### src/shift_buffer_cfg_pkg.sv
`default_nettype none

package shift_buffer_cfg_pkg;

    localparam int DATA_WIDTH   = 8;    // bits per word
    localparam int CONV_UNITS   = 4;    // words per output beat
    localparam int KERNEL_H_MAX = 3;

    // padded input row, enough words for the tallest kernel
    localparam int IN_WORDS = CONV_UNITS + KERNEL_H_MAX - 1;

    // holds kernel_h - 1, at least one bit even for KERNEL_H_MAX of 1
    localparam int KERNEL_H_WIDTH = (KERNEL_H_MAX > 1) ? $clog2(KERNEL_H_MAX) : 1;

    localparam int CIN_WIDTH = 6;       // input channel count

    typedef logic [DATA_WIDTH-1:0] word_t;

    typedef word_t in_row_t [IN_WORDS];      // one input beat
    typedef word_t out_row_t [CONV_UNITS];   // one shifted output beat

    typedef logic [KERNEL_H_WIDTH-1:0] kernel_h_1_t;   // kernel_h - 1
    typedef logic [CIN_WIDTH-1:0]      cin_1_t;        // cin - 1

endpackage

`default_nettype wire

### src/shift_buffer_flags_pkg.sv
`default_nettype none

package shift_buffer_flags_pkg;

    localparam int TUSER_WIDTH = 3;

    // bit positions inside tuser
    localparam int IDX_IS_1X1  = 0;   // kernel_h of one
    localparam int IDX_IS_MAX  = 1;   // max pooling follows
    localparam int IDX_IS_RELU = 2;   // relu follows

    typedef logic [TUSER_WIDTH-1:0] tuser_t;

endpackage

`default_nettype wire

### src/skid_buffer.sv
`timescale 1ns/100ps
`default_nettype none

// two entry register slice, ready comes straight from a flop
module skid_buffer #(
    parameter type payload_t = logic
) (
    input  logic     aclk,
    input  logic     rst_n,
    input  payload_t s_data,
    input  logic     s_valid,
    output logic     s_ready,
    output payload_t m_data,
    output logic     m_valid,
    input  logic     m_ready
);

    payload_t main_q;      // drives the output
    payload_t skid_q;      // parks a beat when main is stalled
    logic     main_valid;
    logic     skid_valid;

    logic main_free;       // main register can take a new beat
    logic in_xfer;
    logic load_main_in;    // main takes s_data
    logic load_skid;       // skid takes s_data

    assign s_ready = ~skid_valid;   // low only when both entries hold data
    assign m_data  = main_q;
    assign m_valid = main_valid;

    assign main_free    = ~main_valid | m_ready;
    assign in_xfer      = s_valid & s_ready;
    assign load_main_in = main_free & ~skid_valid & in_xfer;
    assign load_skid    = ~main_free & in_xfer;

    always_ff @(posedge aclk) begin
        if (!rst_n) begin
            main_valid <= 1'b0;
            skid_valid <= 1'b0;
        end else if (main_free) begin
            if (skid_valid) begin
                main_valid <= 1'b1;         // drain the parked beat first
                skid_valid <= 1'b0;
            end else begin
                main_valid <= in_xfer;
            end
        end else if (load_skid) begin
            skid_valid <= 1'b1;             // main stalled, park incoming beat
        end
    end

    // payload path
    always_ff @(posedge aclk) begin
        if (main_free && skid_valid)
            main_q <= skid_q;
        else if (load_main_in)
            main_q <= s_data;
        if (load_skid)
            skid_q <= s_data;
    end

endmodule

`default_nettype wire

### src/shift_config_regs.sv
`timescale 1ns/100ps
`default_nettype none

module shift_config_regs
    import shift_buffer_cfg_pkg::*;
    import shift_buffer_flags_pkg::*;
(
    input  logic        aclk,
    input  logic        rst_n,
    input  logic        start,          // one cycle, only while idle
    input  kernel_h_1_t kernel_h_1_in,
    input  cin_1_t      cin_1_in,
    input  logic        is_max_in,
    input  logic        is_relu_in,
    output kernel_h_1_t kernel_h_1,
    output cin_1_t      cin_1,
    output tuser_t      m_user
);

    logic is_1x1_q;
    logic is_max_q;
    logic is_relu_q;

    // sampled on start, held until the next one
    always_ff @(posedge aclk) begin
        if (!rst_n) begin
            kernel_h_1 <= '0;
            cin_1      <= '0;
            is_1x1_q   <= 1'b0;
            is_max_q   <= 1'b0;
            is_relu_q  <= 1'b0;
        end else if (start) begin
            kernel_h_1 <= kernel_h_1_in;
            cin_1      <= cin_1_in;
            is_1x1_q   <= (kernel_h_1_in == '0);   // single shift per row
            is_max_q   <= is_max_in;
            is_relu_q  <= is_relu_in;
        end
    end

    // flags packed at their tuser positions
    always_comb begin
        m_user              = '0;
        m_user[IDX_IS_1X1]  = is_1x1_q;
        m_user[IDX_IS_MAX]  = is_max_q;
        m_user[IDX_IS_RELU] = is_relu_q;
    end

endmodule

`default_nettype wire

### src/shift_window.sv
`timescale 1ns/100ps
`default_nettype none

module shift_window
    import shift_buffer_cfg_pkg::*;
(
    input  logic        aclk,
    input  logic        rst_n,
    input  kernel_h_1_t kernel_h_1,     // held config
    input  in_row_t     row,
    input  logic        row_valid,
    output logic        row_ready,
    output out_row_t    m_data,
    output logic        m_valid,
    input  logic        m_ready,
    output logic        shift_last      // beat shown is the final shift
);

    word_t       win [IN_WORDS];    // window registers, word 0 is lowest
    kernel_h_1_t shift_idx;         // shift of the beat shown
    logic        win_valid;

    logic out_xfer;
    logic load;
    logic advance;

    assign shift_last = win_valid & (shift_idx == kernel_h_1);
    assign m_valid    = win_valid;
    assign out_xfer   = win_valid & m_ready;

    // next row may enter when empty or the final shift leaves now
    assign row_ready = ~win_valid | (m_ready & shift_last);
    assign load      = row_valid & row_ready;
    assign advance   = out_xfer & ~shift_last;

    always_ff @(posedge aclk) begin
        if (!rst_n) begin
            win_valid <= 1'b0;
            shift_idx <= '0;
        end else if (load) begin
            win_valid <= 1'b1;
            shift_idx <= '0;                // new row starts at shift 0
        end else if (out_xfer && shift_last) begin
            win_valid <= 1'b0;              // row done, nothing waiting
        end else if (advance) begin
            shift_idx <= kernel_h_1_t'(shift_idx + 1'b1);
        end
    end

    // data path, no reset
    always_ff @(posedge aclk) begin
        if (load) begin
            win <= row;
        end else if (advance) begin
            for (int i = 0; i < IN_WORDS - 1; i++)
                win[i] <= win[i+1];         // slide down one word
            // top word keeps its value
        end
    end

    // lowest CONV_UNITS words form the output beat
    always_comb begin
        for (int i = 0; i < CONV_UNITS; i++)
            m_data[i] = win[i];
    end

endmodule

`default_nettype wire

### src/cin_tlast_gen.sv
`timescale 1ns/100ps
`default_nettype none

module cin_tlast_gen
    import shift_buffer_cfg_pkg::*;
(
    input  logic   aclk,
    input  logic   rst_n,
    input  logic   start,
    input  cin_1_t cin_1,          // held cin - 1
    input  logic   m_valid,
    input  logic   m_ready,
    input  logic   shift_last,
    output logic   m_last
);

    cin_1_t cin_count;    // input channel of the row being shown
    logic   row_done;     // final shift of a row transferred

    assign row_done = m_valid & m_ready & shift_last;

    always_ff @(posedge aclk) begin
        if (!rst_n) begin
            cin_count <= '0;
        end else if (start) begin
            cin_count <= '0;                        // new group from start
        end else if (row_done) begin
            if (cin_count == cin_1)
                cin_count <= '0;                    // wrap after last channel
            else
                cin_count <= cin_1_t'(cin_count + 1'b1);
        end
    end

    // lines up with m_data, no extra register
    assign m_last = shift_last & (cin_count == cin_1);

endmodule

`default_nettype wire

### src/axis_shift_buffer.sv
`timescale 1ns/100ps
`default_nettype none

module axis_shift_buffer
    import shift_buffer_cfg_pkg::*;
    import shift_buffer_flags_pkg::*;
(
    input  logic        aclk,
    input  logic        rst_n,
    input  logic        start,

    input  kernel_h_1_t kernel_h_1,     // kernel_h - 1
    input  cin_1_t      cin_1,          // cin - 1
    input  logic        is_max,
    input  logic        is_relu,

    input  in_row_t     s_data,         // padded row
    input  logic        s_valid,
    output logic        s_ready,

    output out_row_t    m_data,         // one shifted view
    output logic        m_valid,
    input  logic        m_ready,
    output logic        m_last,
    output tuser_t      m_user,

    output kernel_h_1_t kernel_h_1_out  // held value for next stage
);

    in_row_t row;           // slice to window
    logic    row_valid;
    logic    row_ready;
    cin_1_t  cin_1_held;
    logic    shift_last;

    // input register slice
    skid_buffer #(
        .payload_t (in_row_t)
    ) u_skid (
        .aclk    (aclk),
        .rst_n   (rst_n),
        .s_data  (s_data),
        .s_valid (s_valid),
        .s_ready (s_ready),
        .m_data  (row),
        .m_valid (row_valid),
        .m_ready (row_ready)
    );

    shift_config_regs u_cfg (
        .aclk          (aclk),
        .rst_n         (rst_n),
        .start         (start),
        .kernel_h_1_in (kernel_h_1),
        .cin_1_in      (cin_1),
        .is_max_in     (is_max),
        .is_relu_in    (is_relu),
        .kernel_h_1    (kernel_h_1_out),
        .cin_1         (cin_1_held),
        .m_user        (m_user)
    );

    // kernel_h shifted beats per row
    shift_window u_window (
        .aclk       (aclk),
        .rst_n      (rst_n),
        .kernel_h_1 (kernel_h_1_out),
        .row        (row),
        .row_valid  (row_valid),
        .row_ready  (row_ready),
        .m_data     (m_data),
        .m_valid    (m_valid),
        .m_ready    (m_ready),
        .shift_last (shift_last)
    );

    cin_tlast_gen u_tlast (
        .aclk       (aclk),
        .rst_n      (rst_n),
        .start      (start),
        .cin_1      (cin_1_held),
        .m_valid    (m_valid),
        .m_ready    (m_ready),
        .shift_last (shift_last),
        .m_last     (m_last)
    );

endmodule

`default_nettype wire

### config.mk
export PLATFORM = sky130hd
export DESIGN_NAME = axis_shift_buffer
export DESIGN_NICKNAME = d
export VERILOG_FILES = /design/src/shift_buffer_cfg_pkg.sv /design/src/shift_buffer_flags_pkg.sv /design/src/skid_buffer.sv /design/src/shift_config_regs.sv /design/src/shift_window.sv /design/src/cin_tlast_gen.sv /design/src/axis_shift_buffer.sv
export SDC_FILE = /design/constraint.sdc
export NUM_CORES = 1
export LEC_CHECK = 0
export ABC_AREA = 1
export BUFFER_PORTS_ARGS = -buffer_cell sky130_fd_sc_hd__buf_2
export CAP_MARGIN = 20
export CORE_MARGIN = 3
export CORE_UTILIZATION = 51
export DETAILED_ROUTE_END_ITERATION = 12
export PLACE_DENSITY = 0.75
export RECOVER_POWER = 25
export SYNTH_ARGS = -nofsm -noshare
export SYNTH_HDL_FRONTEND = slang
export SYNTH_SLANG_ARGS = --single-unit
### constraint.sdc
create_clock -name aclk -period 3.2 [get_ports aclk]
set_input_delay 0.16 -clock aclk [delete_from_list [all_inputs] [get_ports aclk]]
set_output_delay 0.16 -clock aclk [all_outputs]
set_load 0.1 [all_outputs]
# Word-level counts from Yosys, hierarchy flattened
# Index checks and enable logic that the tools add are counted.
dict set report word_totals {
  reg_bits 166
  output_inout_bits 40
}
dict set report op_classes {
  n_addsub 2
  eq_ne 2
  n_mux 8
  n_bitwise 20
  n_reduce_logical 10
}
# op n
set op_table {}
lappend op_table {{two-way mux 48 bit} 2}
lappend op_table {{two-way mux 40 bit} 2}
lappend op_table {{bitwise AND 1 bit} 11}
lappend op_table {{inverter 1 bit} 7}
lappend op_table {{adder 6 x 1 -> 6 bit (second input constant)} 1}
lappend op_table {{equality test 6 bit} 1}
lappend op_table {{two-way mux 6 bit} 1}
lappend op_table {{nonzero test 2 bit} 3}
lappend op_table {{OR reduction 2 bit} 3}
lappend op_table {{two-way mux 1 bit} 3}
lappend op_table {{adder 2 x 1 -> 2 bit (second input constant)} 1}
lappend op_table {{equality test 2 bit} 1}
lappend op_table {{logical AND 1 bit} 2}
lappend op_table {{logical NOT 2 bit} 1}
lappend op_table {{bitwise OR 1 bit} 2}
lappend op_table {{AND reduction 2 bit} 1}

# Logic depth before layout (Yosys ltp)
dict set report logic_depth {
  ltp_word 9
  mapped_depth 11
  mapped_depth_nobuf 10
}

# Cells and area by module
# From an unflattened synthesis, not the netlist that was laid out.
dict set report unflattened {
  hier_cells 640
  area_unflattened_um2 7001.7
}
# mod instances cells_each area_per_inst_um2
set modules_own_cells {}
lappend modules_own_cells {skid_buffer 1 269 3677.3}
lappend modules_own_cells {shift_window 1 253 2509.9}
lappend modules_own_cells {shift_config_regs 1 53 415.4}
lappend modules_own_cells {cin_tlast_gen 1 65 399.1}

# Least setup slack after synthesis
# Ideal clock, no wire load.
dict set report synth_path {
  path_kind {flip-flop to flip-flop}
  startpoint {register u_cfg.kernel_h_1[1]}
  endpoint {register u_skid.skid_q[0] in the netlist's numbering, enable pin}
  setup_time_ns 0.454
  arrival_ns 3.734
  path_slack_ns -0.988
  stages_incl_launch_ff 8
  path_buffers 1
  cell_sequence {dfxtp_1 nand2_1 nand3_2 nor2_4 nand2_4 nand3_4 buf_2 nor2_1}
}
dict set report synth_via {
  elab_chain_cells 7
}
# element line
set synth_lines {}
lappend synth_lines {{start, declared} shift_config_regs.sv:15} ;# output kernel_h_1_t kernel_h_1,
lappend synth_lines {{start signal, assigned} shift_config_regs.sv:33} ;# kernel_h_1 <= kernel_h_1_in;
lappend synth_lines {{equality test 2 bit} shift_window.sv:27} ;# assign shift_last = win_valid & (shift_idx == kernel_h_1);
lappend synth_lines {{bitwise AND 1 bit} shift_window.sv:27}
lappend synth_lines {{bitwise AND 1 bit} shift_window.sv:32} ;# assign row_ready = ~win_valid | (m_ready & shift_last);
lappend synth_lines {{bitwise OR 1 bit} shift_window.sv:32}
lappend synth_lines {{bitwise OR 1 bit} skid_buffer.sv:32} ;# assign main_free = ~main_valid | m_ready;
lappend synth_lines {{inverter 1 bit} skid_buffer.sv:35} ;# assign load_skid = ~main_free & in_xfer;
lappend synth_lines {{bitwise AND 1 bit} skid_buffer.sv:35}
lappend synth_lines {{named net u_skid.load_skid} skid_buffer.sv:26} ;# logic load_skid;
lappend synth_lines {{end signal, assigned} skid_buffer.sv:60} ;# skid_q <= s_data;
lappend synth_lines {{end, declared} skid_buffer.sv:19} ;# payload_t skid_q;
# The timed path passes the listed nets, and every way through them passes these cells.
# A chain may end at the register's enable or synchronous reset.

# Worst setup path after layout
dict set report layout_path {
  startpoint {register u_window.shift_idx[0]}
  endpoint {register u_window.win, in the netlist u_window.m_data[16], enable pin}
}
dict set report layout_via {
  elab_chain_cells 6
}
# element line
set layout_lines {}
lappend layout_lines {{start, declared} shift_window.sv:20} ;# kernel_h_1_t shift_idx;
lappend layout_lines {{start signal, assigned} shift_window.sv:46} ;# shift_idx <= kernel_h_1_t'(shift_idx + 1'b1);
lappend layout_lines {{equality test 2 bit *} shift_window.sv:27}
lappend layout_lines {{bitwise AND 1 bit *} shift_window.sv:27}
lappend layout_lines {{bitwise AND 1 bit} shift_window.sv:32}
lappend layout_lines {{bitwise OR 1 bit} shift_window.sv:32}
lappend layout_lines {{bitwise AND 1 bit} shift_window.sv:33} ;# assign load = row_valid & row_ready;
lappend layout_lines {{nonzero test 2 bit (no source line) *} n/a}
lappend layout_lines {{end signal, assigned} shift_window.sv:53} ;# win <= row;
lappend layout_lines {{end signal, assigned by index} shift_window.sv:56} ;# win[i] <= win[i+1];
lappend layout_lines {{end, declared} shift_window.sv:19} ;# word_t win [IN_WORDS];
# Mark *: on every way between the ends. The rest lies on a longest branch, timed or not.

==> impl_results.html <==
<table>
<tr><th>Metric</th><th>Value</th></tr>
<tr><th colspan="2">Yosys</th></tr>
<tr><td>Netlist area before placement</td><td>~6900 µm²</td></tr>
<tr><td>FFs w/ async S/R, synth</td><td>0%</td></tr>
<tr><td>Sequential share of the synthesized area</td><td>between 60% and 70%</td></tr>
<tr><td>Count of warnings emitted by yosys</td><td>0</td></tr>
<tr><td>Count of state elements after synthesis</td><td>166</td></tr>
<tr><td>Average size of a mapped cell</td><td>10.9 µm²</td></tr>
<tr><td>EDFF count, synth</td><td>~140</td></tr>
<tr><td>Mapped Cells</td><td>634</td></tr>
<tr><td>Number of different library cells in the post-synthesis netlist</td><td>24</td></tr>
<tr><td>Share of the synthesized area in the top cell type</td><td>62.8%</td></tr>
<tr><td>Top area cells in the synthesized netlist</td><td>sky130_fd_sc_hd__edfxtp_1 (63%), sky130_fd_sc_hd__nand2_1 (14%), sky130_fd_sc_hd__dfxtp_1 (6.4%)</td></tr>
<tr><td>Top cell type by total area after synthesis</td><td>sky130_fd_sc_hd__edfxtp_1</td></tr>
<tr><td>Most common flop cell mapped by yosys</td><td>sky130_fd_sc_hd__edfxtp_1</td></tr>
<tr><td>Net count of the mapped netlist</td><td>698</td></tr>
<tr><th colspan="2">CTS</th></tr>
<tr><td>CTS tree</td><td>yes</td></tr>
<tr><td>Number of buffers between clock root and the deepest sink</td><td>2</td></tr>
<tr><td>CTS root buf</td><td>sky130_fd_sc_hd__clkbuf_16</td></tr>
<tr><td>CTS HTree Levels</td><td>4</td></tr>
<tr><td>Setup Buffers After CTS</td><td>0</td></tr>
<tr><td>CTS sink cnt</td><td>roughly 170</td></tr>
<tr><td>Num CTS Buffers</td><td>17</td></tr>
<tr><td>Clock input transition at the sequential cells of the worst setup and hold paths</td><td>70 ps</td></tr>
<tr><td>Clock latency of the later-clocked register in the worst-skew pair</td><td>430 ps</td></tr>
<tr><th colspan="2">Power</th></tr>
<tr><td>Worst ir drop on vdd</td><td>0.324 mV</td></tr>
<tr><td>Total power</td><td>5280 µW</td></tr>
<tr><td>Static power due to leakage</td><td>0.00338 µW</td></tr>
<tr><td>Cell area power density</td><td>roughly 640 nW/µm²</td></tr>
<tr><th colspan="2">Route</th></tr>
<tr><td>Initial DRC Count</td><td>393</td></tr>
<tr><td>Total via count in the routed design</td><td>4728</td></tr>
<tr><td>Post-route ant nets</td><td>0</td></tr>
<tr><td>Final wirelength</td><td>14100 µm</td></tr>
<tr><td>TritonRoute pass-1 iters</td><td>5</td></tr>
<tr><td>DR vias/cell</td><td>5.04</td></tr>
<tr><td>Detailed-route wire length per cell</td><td>15.1 µm</td></tr>
<tr><td>DRC</td><td>0</td></tr>
<tr><th colspan="2">Place</th></tr>
<tr><td>Area of placed instances</td><td>7270 µm²</td></tr>
<tr><td>Port-buffer cells</td><td>102</td></tr>
<tr><td>Worst-case setup slack after placement</td><td>roughly 840 ps</td></tr>
<tr><td>Last weighted congestion value of the routability-driven placer</td><td>0.793</td></tr>
<tr><td>Placed cell count</td><td>855</td></tr>
<tr><td>Post-DP HPWL</td><td>8630 µm</td></tr>
<tr><th colspan="2">Global route</th></tr>
<tr><td>Pin count of the biggest net entering global routing</td><td>52</td></tr>
<tr><td>Remaining global-route overflow</td><td>0</td></tr>
<tr><td>First-pass GRT wire length</td><td>22600 µm</td></tr>
<tr><td>Number of antenna violations at the first check in global routing</td><td>0</td></tr>
<tr><td>All-Layer GR Usage</td><td>19.9%</td></tr>
<tr><td>Number of global-route vias before repair</td><td>4578</td></tr>
<tr><th colspan="2">Critical path</th></tr>
<tr><td>Critical path start-end classification</td><td>reg -&gt; reg</td></tr>
<tr><td>Critical Path Start Type</td><td>flip-flop</td></tr>
<tr><td>Data arrival time at the worst-slack endpoint</td><td>2440 ps</td></tr>
<tr><td>Endpoint class of the critical path</td><td>flip-flop</td></tr>
<tr><td>Critical path fanouts, max</td><td>26</td></tr>
<tr><td>Data required time at the worst endpoint</td><td>3290 ps</td></tr>
<tr><th colspan="2">STA</th></tr>
<tr><td>Relative slew margins</td><td>a little under a fifth</td></tr>
<tr><td>Period minus WS final</td><td>about 2400 ps</td></tr>
<tr><td>Fmax</td><td>425 MHz</td></tr>
<tr><td>Final setup skew</td><td>9.65 ps</td></tr>
<tr><td>Unrepaired setup endpoints after global routing</td><td>false</td></tr>
<tr><td>Minimum setup slack in the final design</td><td>roughly 850 ps</td></tr>
<tr><td>Count of pins over their slew limit</td><td>0</td></tr>
<tr><td>Final Hold Viols</td><td>0</td></tr>
<tr><td>Worst slew pin tran</td><td>1230 ps</td></tr>
<tr><td>Setup violators final</td><td>0</td></tr>
<tr><td>Sum of negative setup slack</td><td>0 ps</td></tr>
<tr><td>Period utilization</td><td>73.5%</td></tr>
<tr><th colspan="2">Final layout</th></tr>
<tr><td>Area Growth Syn to Fin</td><td>20.6%</td></tr>
<tr><td>Most frequent cells in the layout</td><td>sky130_fd_sc_hd__nand2_1 (261), sky130_fd_sc_hd__edfxtp_1 (144), sky130_fd_sc_hd__clkbuf_1 (64)</td></tr>
<tr><td>Post-Layout Inst Area</td><td>between 8000 and 9000 µm²</td></tr>
<tr><td>Antenna diode count</td><td>0</td></tr>
<tr><td>Leading cell type in the layout, fill and taps excluded</td><td>sky130_fd_sc_hd__nand2_1</td></tr>
<tr><td>Share of layout cells above drive strength 1</td><td>11.7%</td></tr>
<tr><td>Net count of the finished layout</td><td>817</td></tr>
<tr><td>Layout Cells excl Fill</td><td>938</td></tr>
<tr><th colspan="2">Floorplanning</th></tr>
<tr><td>Top-level I/O count</td><td>about 100</td></tr>
<tr><td>Die Width</td><td>122 µm</td></tr>
<tr><td>Site row count</td><td>41</td></tr>
<tr><td>Initial cell density of the core</td><td>between 50% and 60%</td></tr>
<tr><td>Overall die area</td><td>approximately 15000 µm²</td></tr>
<tr><td>Core region area</td><td>approximately 13000 µm²</td></tr>
<tr><td>Overall die height</td><td>122 µm</td></tr>
<tr><th colspan="2">Status</th></tr>
<tr><td>Outcome</td><td>complete, no violations</td></tr>
<tr><th colspan="2">Flow run</th></tr>
<tr><td>Number of max-capacitance violations reported</td><td>0</td></tr>
<tr><th colspan="2">Hold path</th></tr>
<tr><td>Hold Crit Class</td><td>in -&gt; reg</td></tr>
</table>
registers in the layout (all words and copies together), names as in the netlist:
| signal | count |
|---|---|
| u_cfg.cin_1 | 6 |
| u_cfg.is_1x1_q | 1 |
| u_cfg.is_max_q | 1 |
| u_cfg.is_relu_q | 1 |
| u_cfg.kernel_h_1 | 2 |
| u_skid.m_data | 48 |
| u_skid.m_valid | 1 |
| u_skid.skid_q | 48 |
| u_skid.skid_valid | 1 |
| u_tlast.cin_count | 6 |
| u_window.m_data | 32 |
| u_window.m_valid | 1 |
| u_window.shift_idx | 2 |
| u_window.win | 16 |
what timing repair did:
action,4_1_cts,5_1_grt
resized for setup,0,0
hold buffers,51,0
hold endpoints to repair,55,0
kinds of logic (layout without fill, tap and decap cells):
kind of cell | count (synthesis) | in the layout | synth area share, %
flops | 166 | 166 | 69.2
fa+ha+maj | 1 | 1 | 0.182
compound gates | 25 | 25 | 1.87
simple gates | 349 | 349 | 20.8
xor+xnor | 3 | 3 | 0.382
buf+inv | 90 | 222 | 7.56
worst max-delay path: stages (launching register included):
cell	delay (ps)
sky130_fd_sc_hd__dfxtp_1	400
sky130_fd_sc_hd__inv_2	60
sky130_fd_sc_hd__nand2_1	70
sky130_fd_sc_hd__nand2_1	100
sky130_fd_sc_hd__nor2_4	170
sky130_fd_sc_hd__nand2_4	100
sky130_fd_sc_hd__nand2_2	90
sky130_fd_sc_hd__nand2_2	250
sky130_fd_sc_hd__nand2_2	380
sky130_fd_sc_hd__buf_4	400
synth_stat cells (8+ instances only):
cell type	count
sky130_fd_sc_hd__inv_1	26
sky130_fd_sc_hd__a21oi_1	12
sky130_fd_sc_hd__nand3_1	57
sky130_fd_sc_hd__edfxtp_1	144
sky130_fd_sc_hd__o21ai_0	11
sky130_fd_sc_hd__nand2_1	262
sky130_fd_sc_hd__dfxtp_1	22
sky130_fd_sc_hd__buf_4	39
sky130_fd_sc_hd__nor2_1	19
sky130_fd_sc_hd__buf_2	11
sky130_fd_sc_hd__clkbuf_1	8
layer usage:
metal / track usage, % / share of wire, %
met1: 24.1 / 41
met2: 34.2 / 52
met3: 5.39 / 6.0
met4: 7.77 / 1.7
met5: 0 / 0
power by group:
| group | total (µW) | internal [µW] | switching (µW) | leakage [µW] |
|---|---|---|---|---|
| clock network | 2070 | 1230 | 835 | 0.000291 |
| registers | 2550 | 2500 | 48.5 | 0.00154 |
| logic | 665 | 144 | 521 | 0.00155 |
layout make-up:
class	count	area (µm²)
flip-flops and latches	166	4770
fillers	998	4620
multi-input cells	378	1610
repair buffers	161	1000
clock buffers	17	425
well taps	172	215
clock inverters	15	174
inverters	29	113
worst paths after layout:
| kind | depth (start not counted) | end | slack [ps] | startpoint |
|---|---|---|---|---|
| max | 9 | u_window.m_data[16] | 850 | u_window.shift_idx[0] |
| min | 3 | u_cfg.cin_1[3] | 10 | cin_1[3] |
| max reg2reg | 9 | u_window.m_data[16] | 850 | u_window.shift_idx[0] |
| min reg2reg | 0 | u_window.win[3] | 420 | u_skid.m_data[3] |
stage by stage:
stage	hold slack, ps	utilization (%)
floorplan	259	-
global placement	354	56.3
detailed placement	353	56.3
CTS	8.44	64.8
global route	27.1	64.2
finish	14.5	64.2
Note: power is estimated with default switching activity, not from simulation.
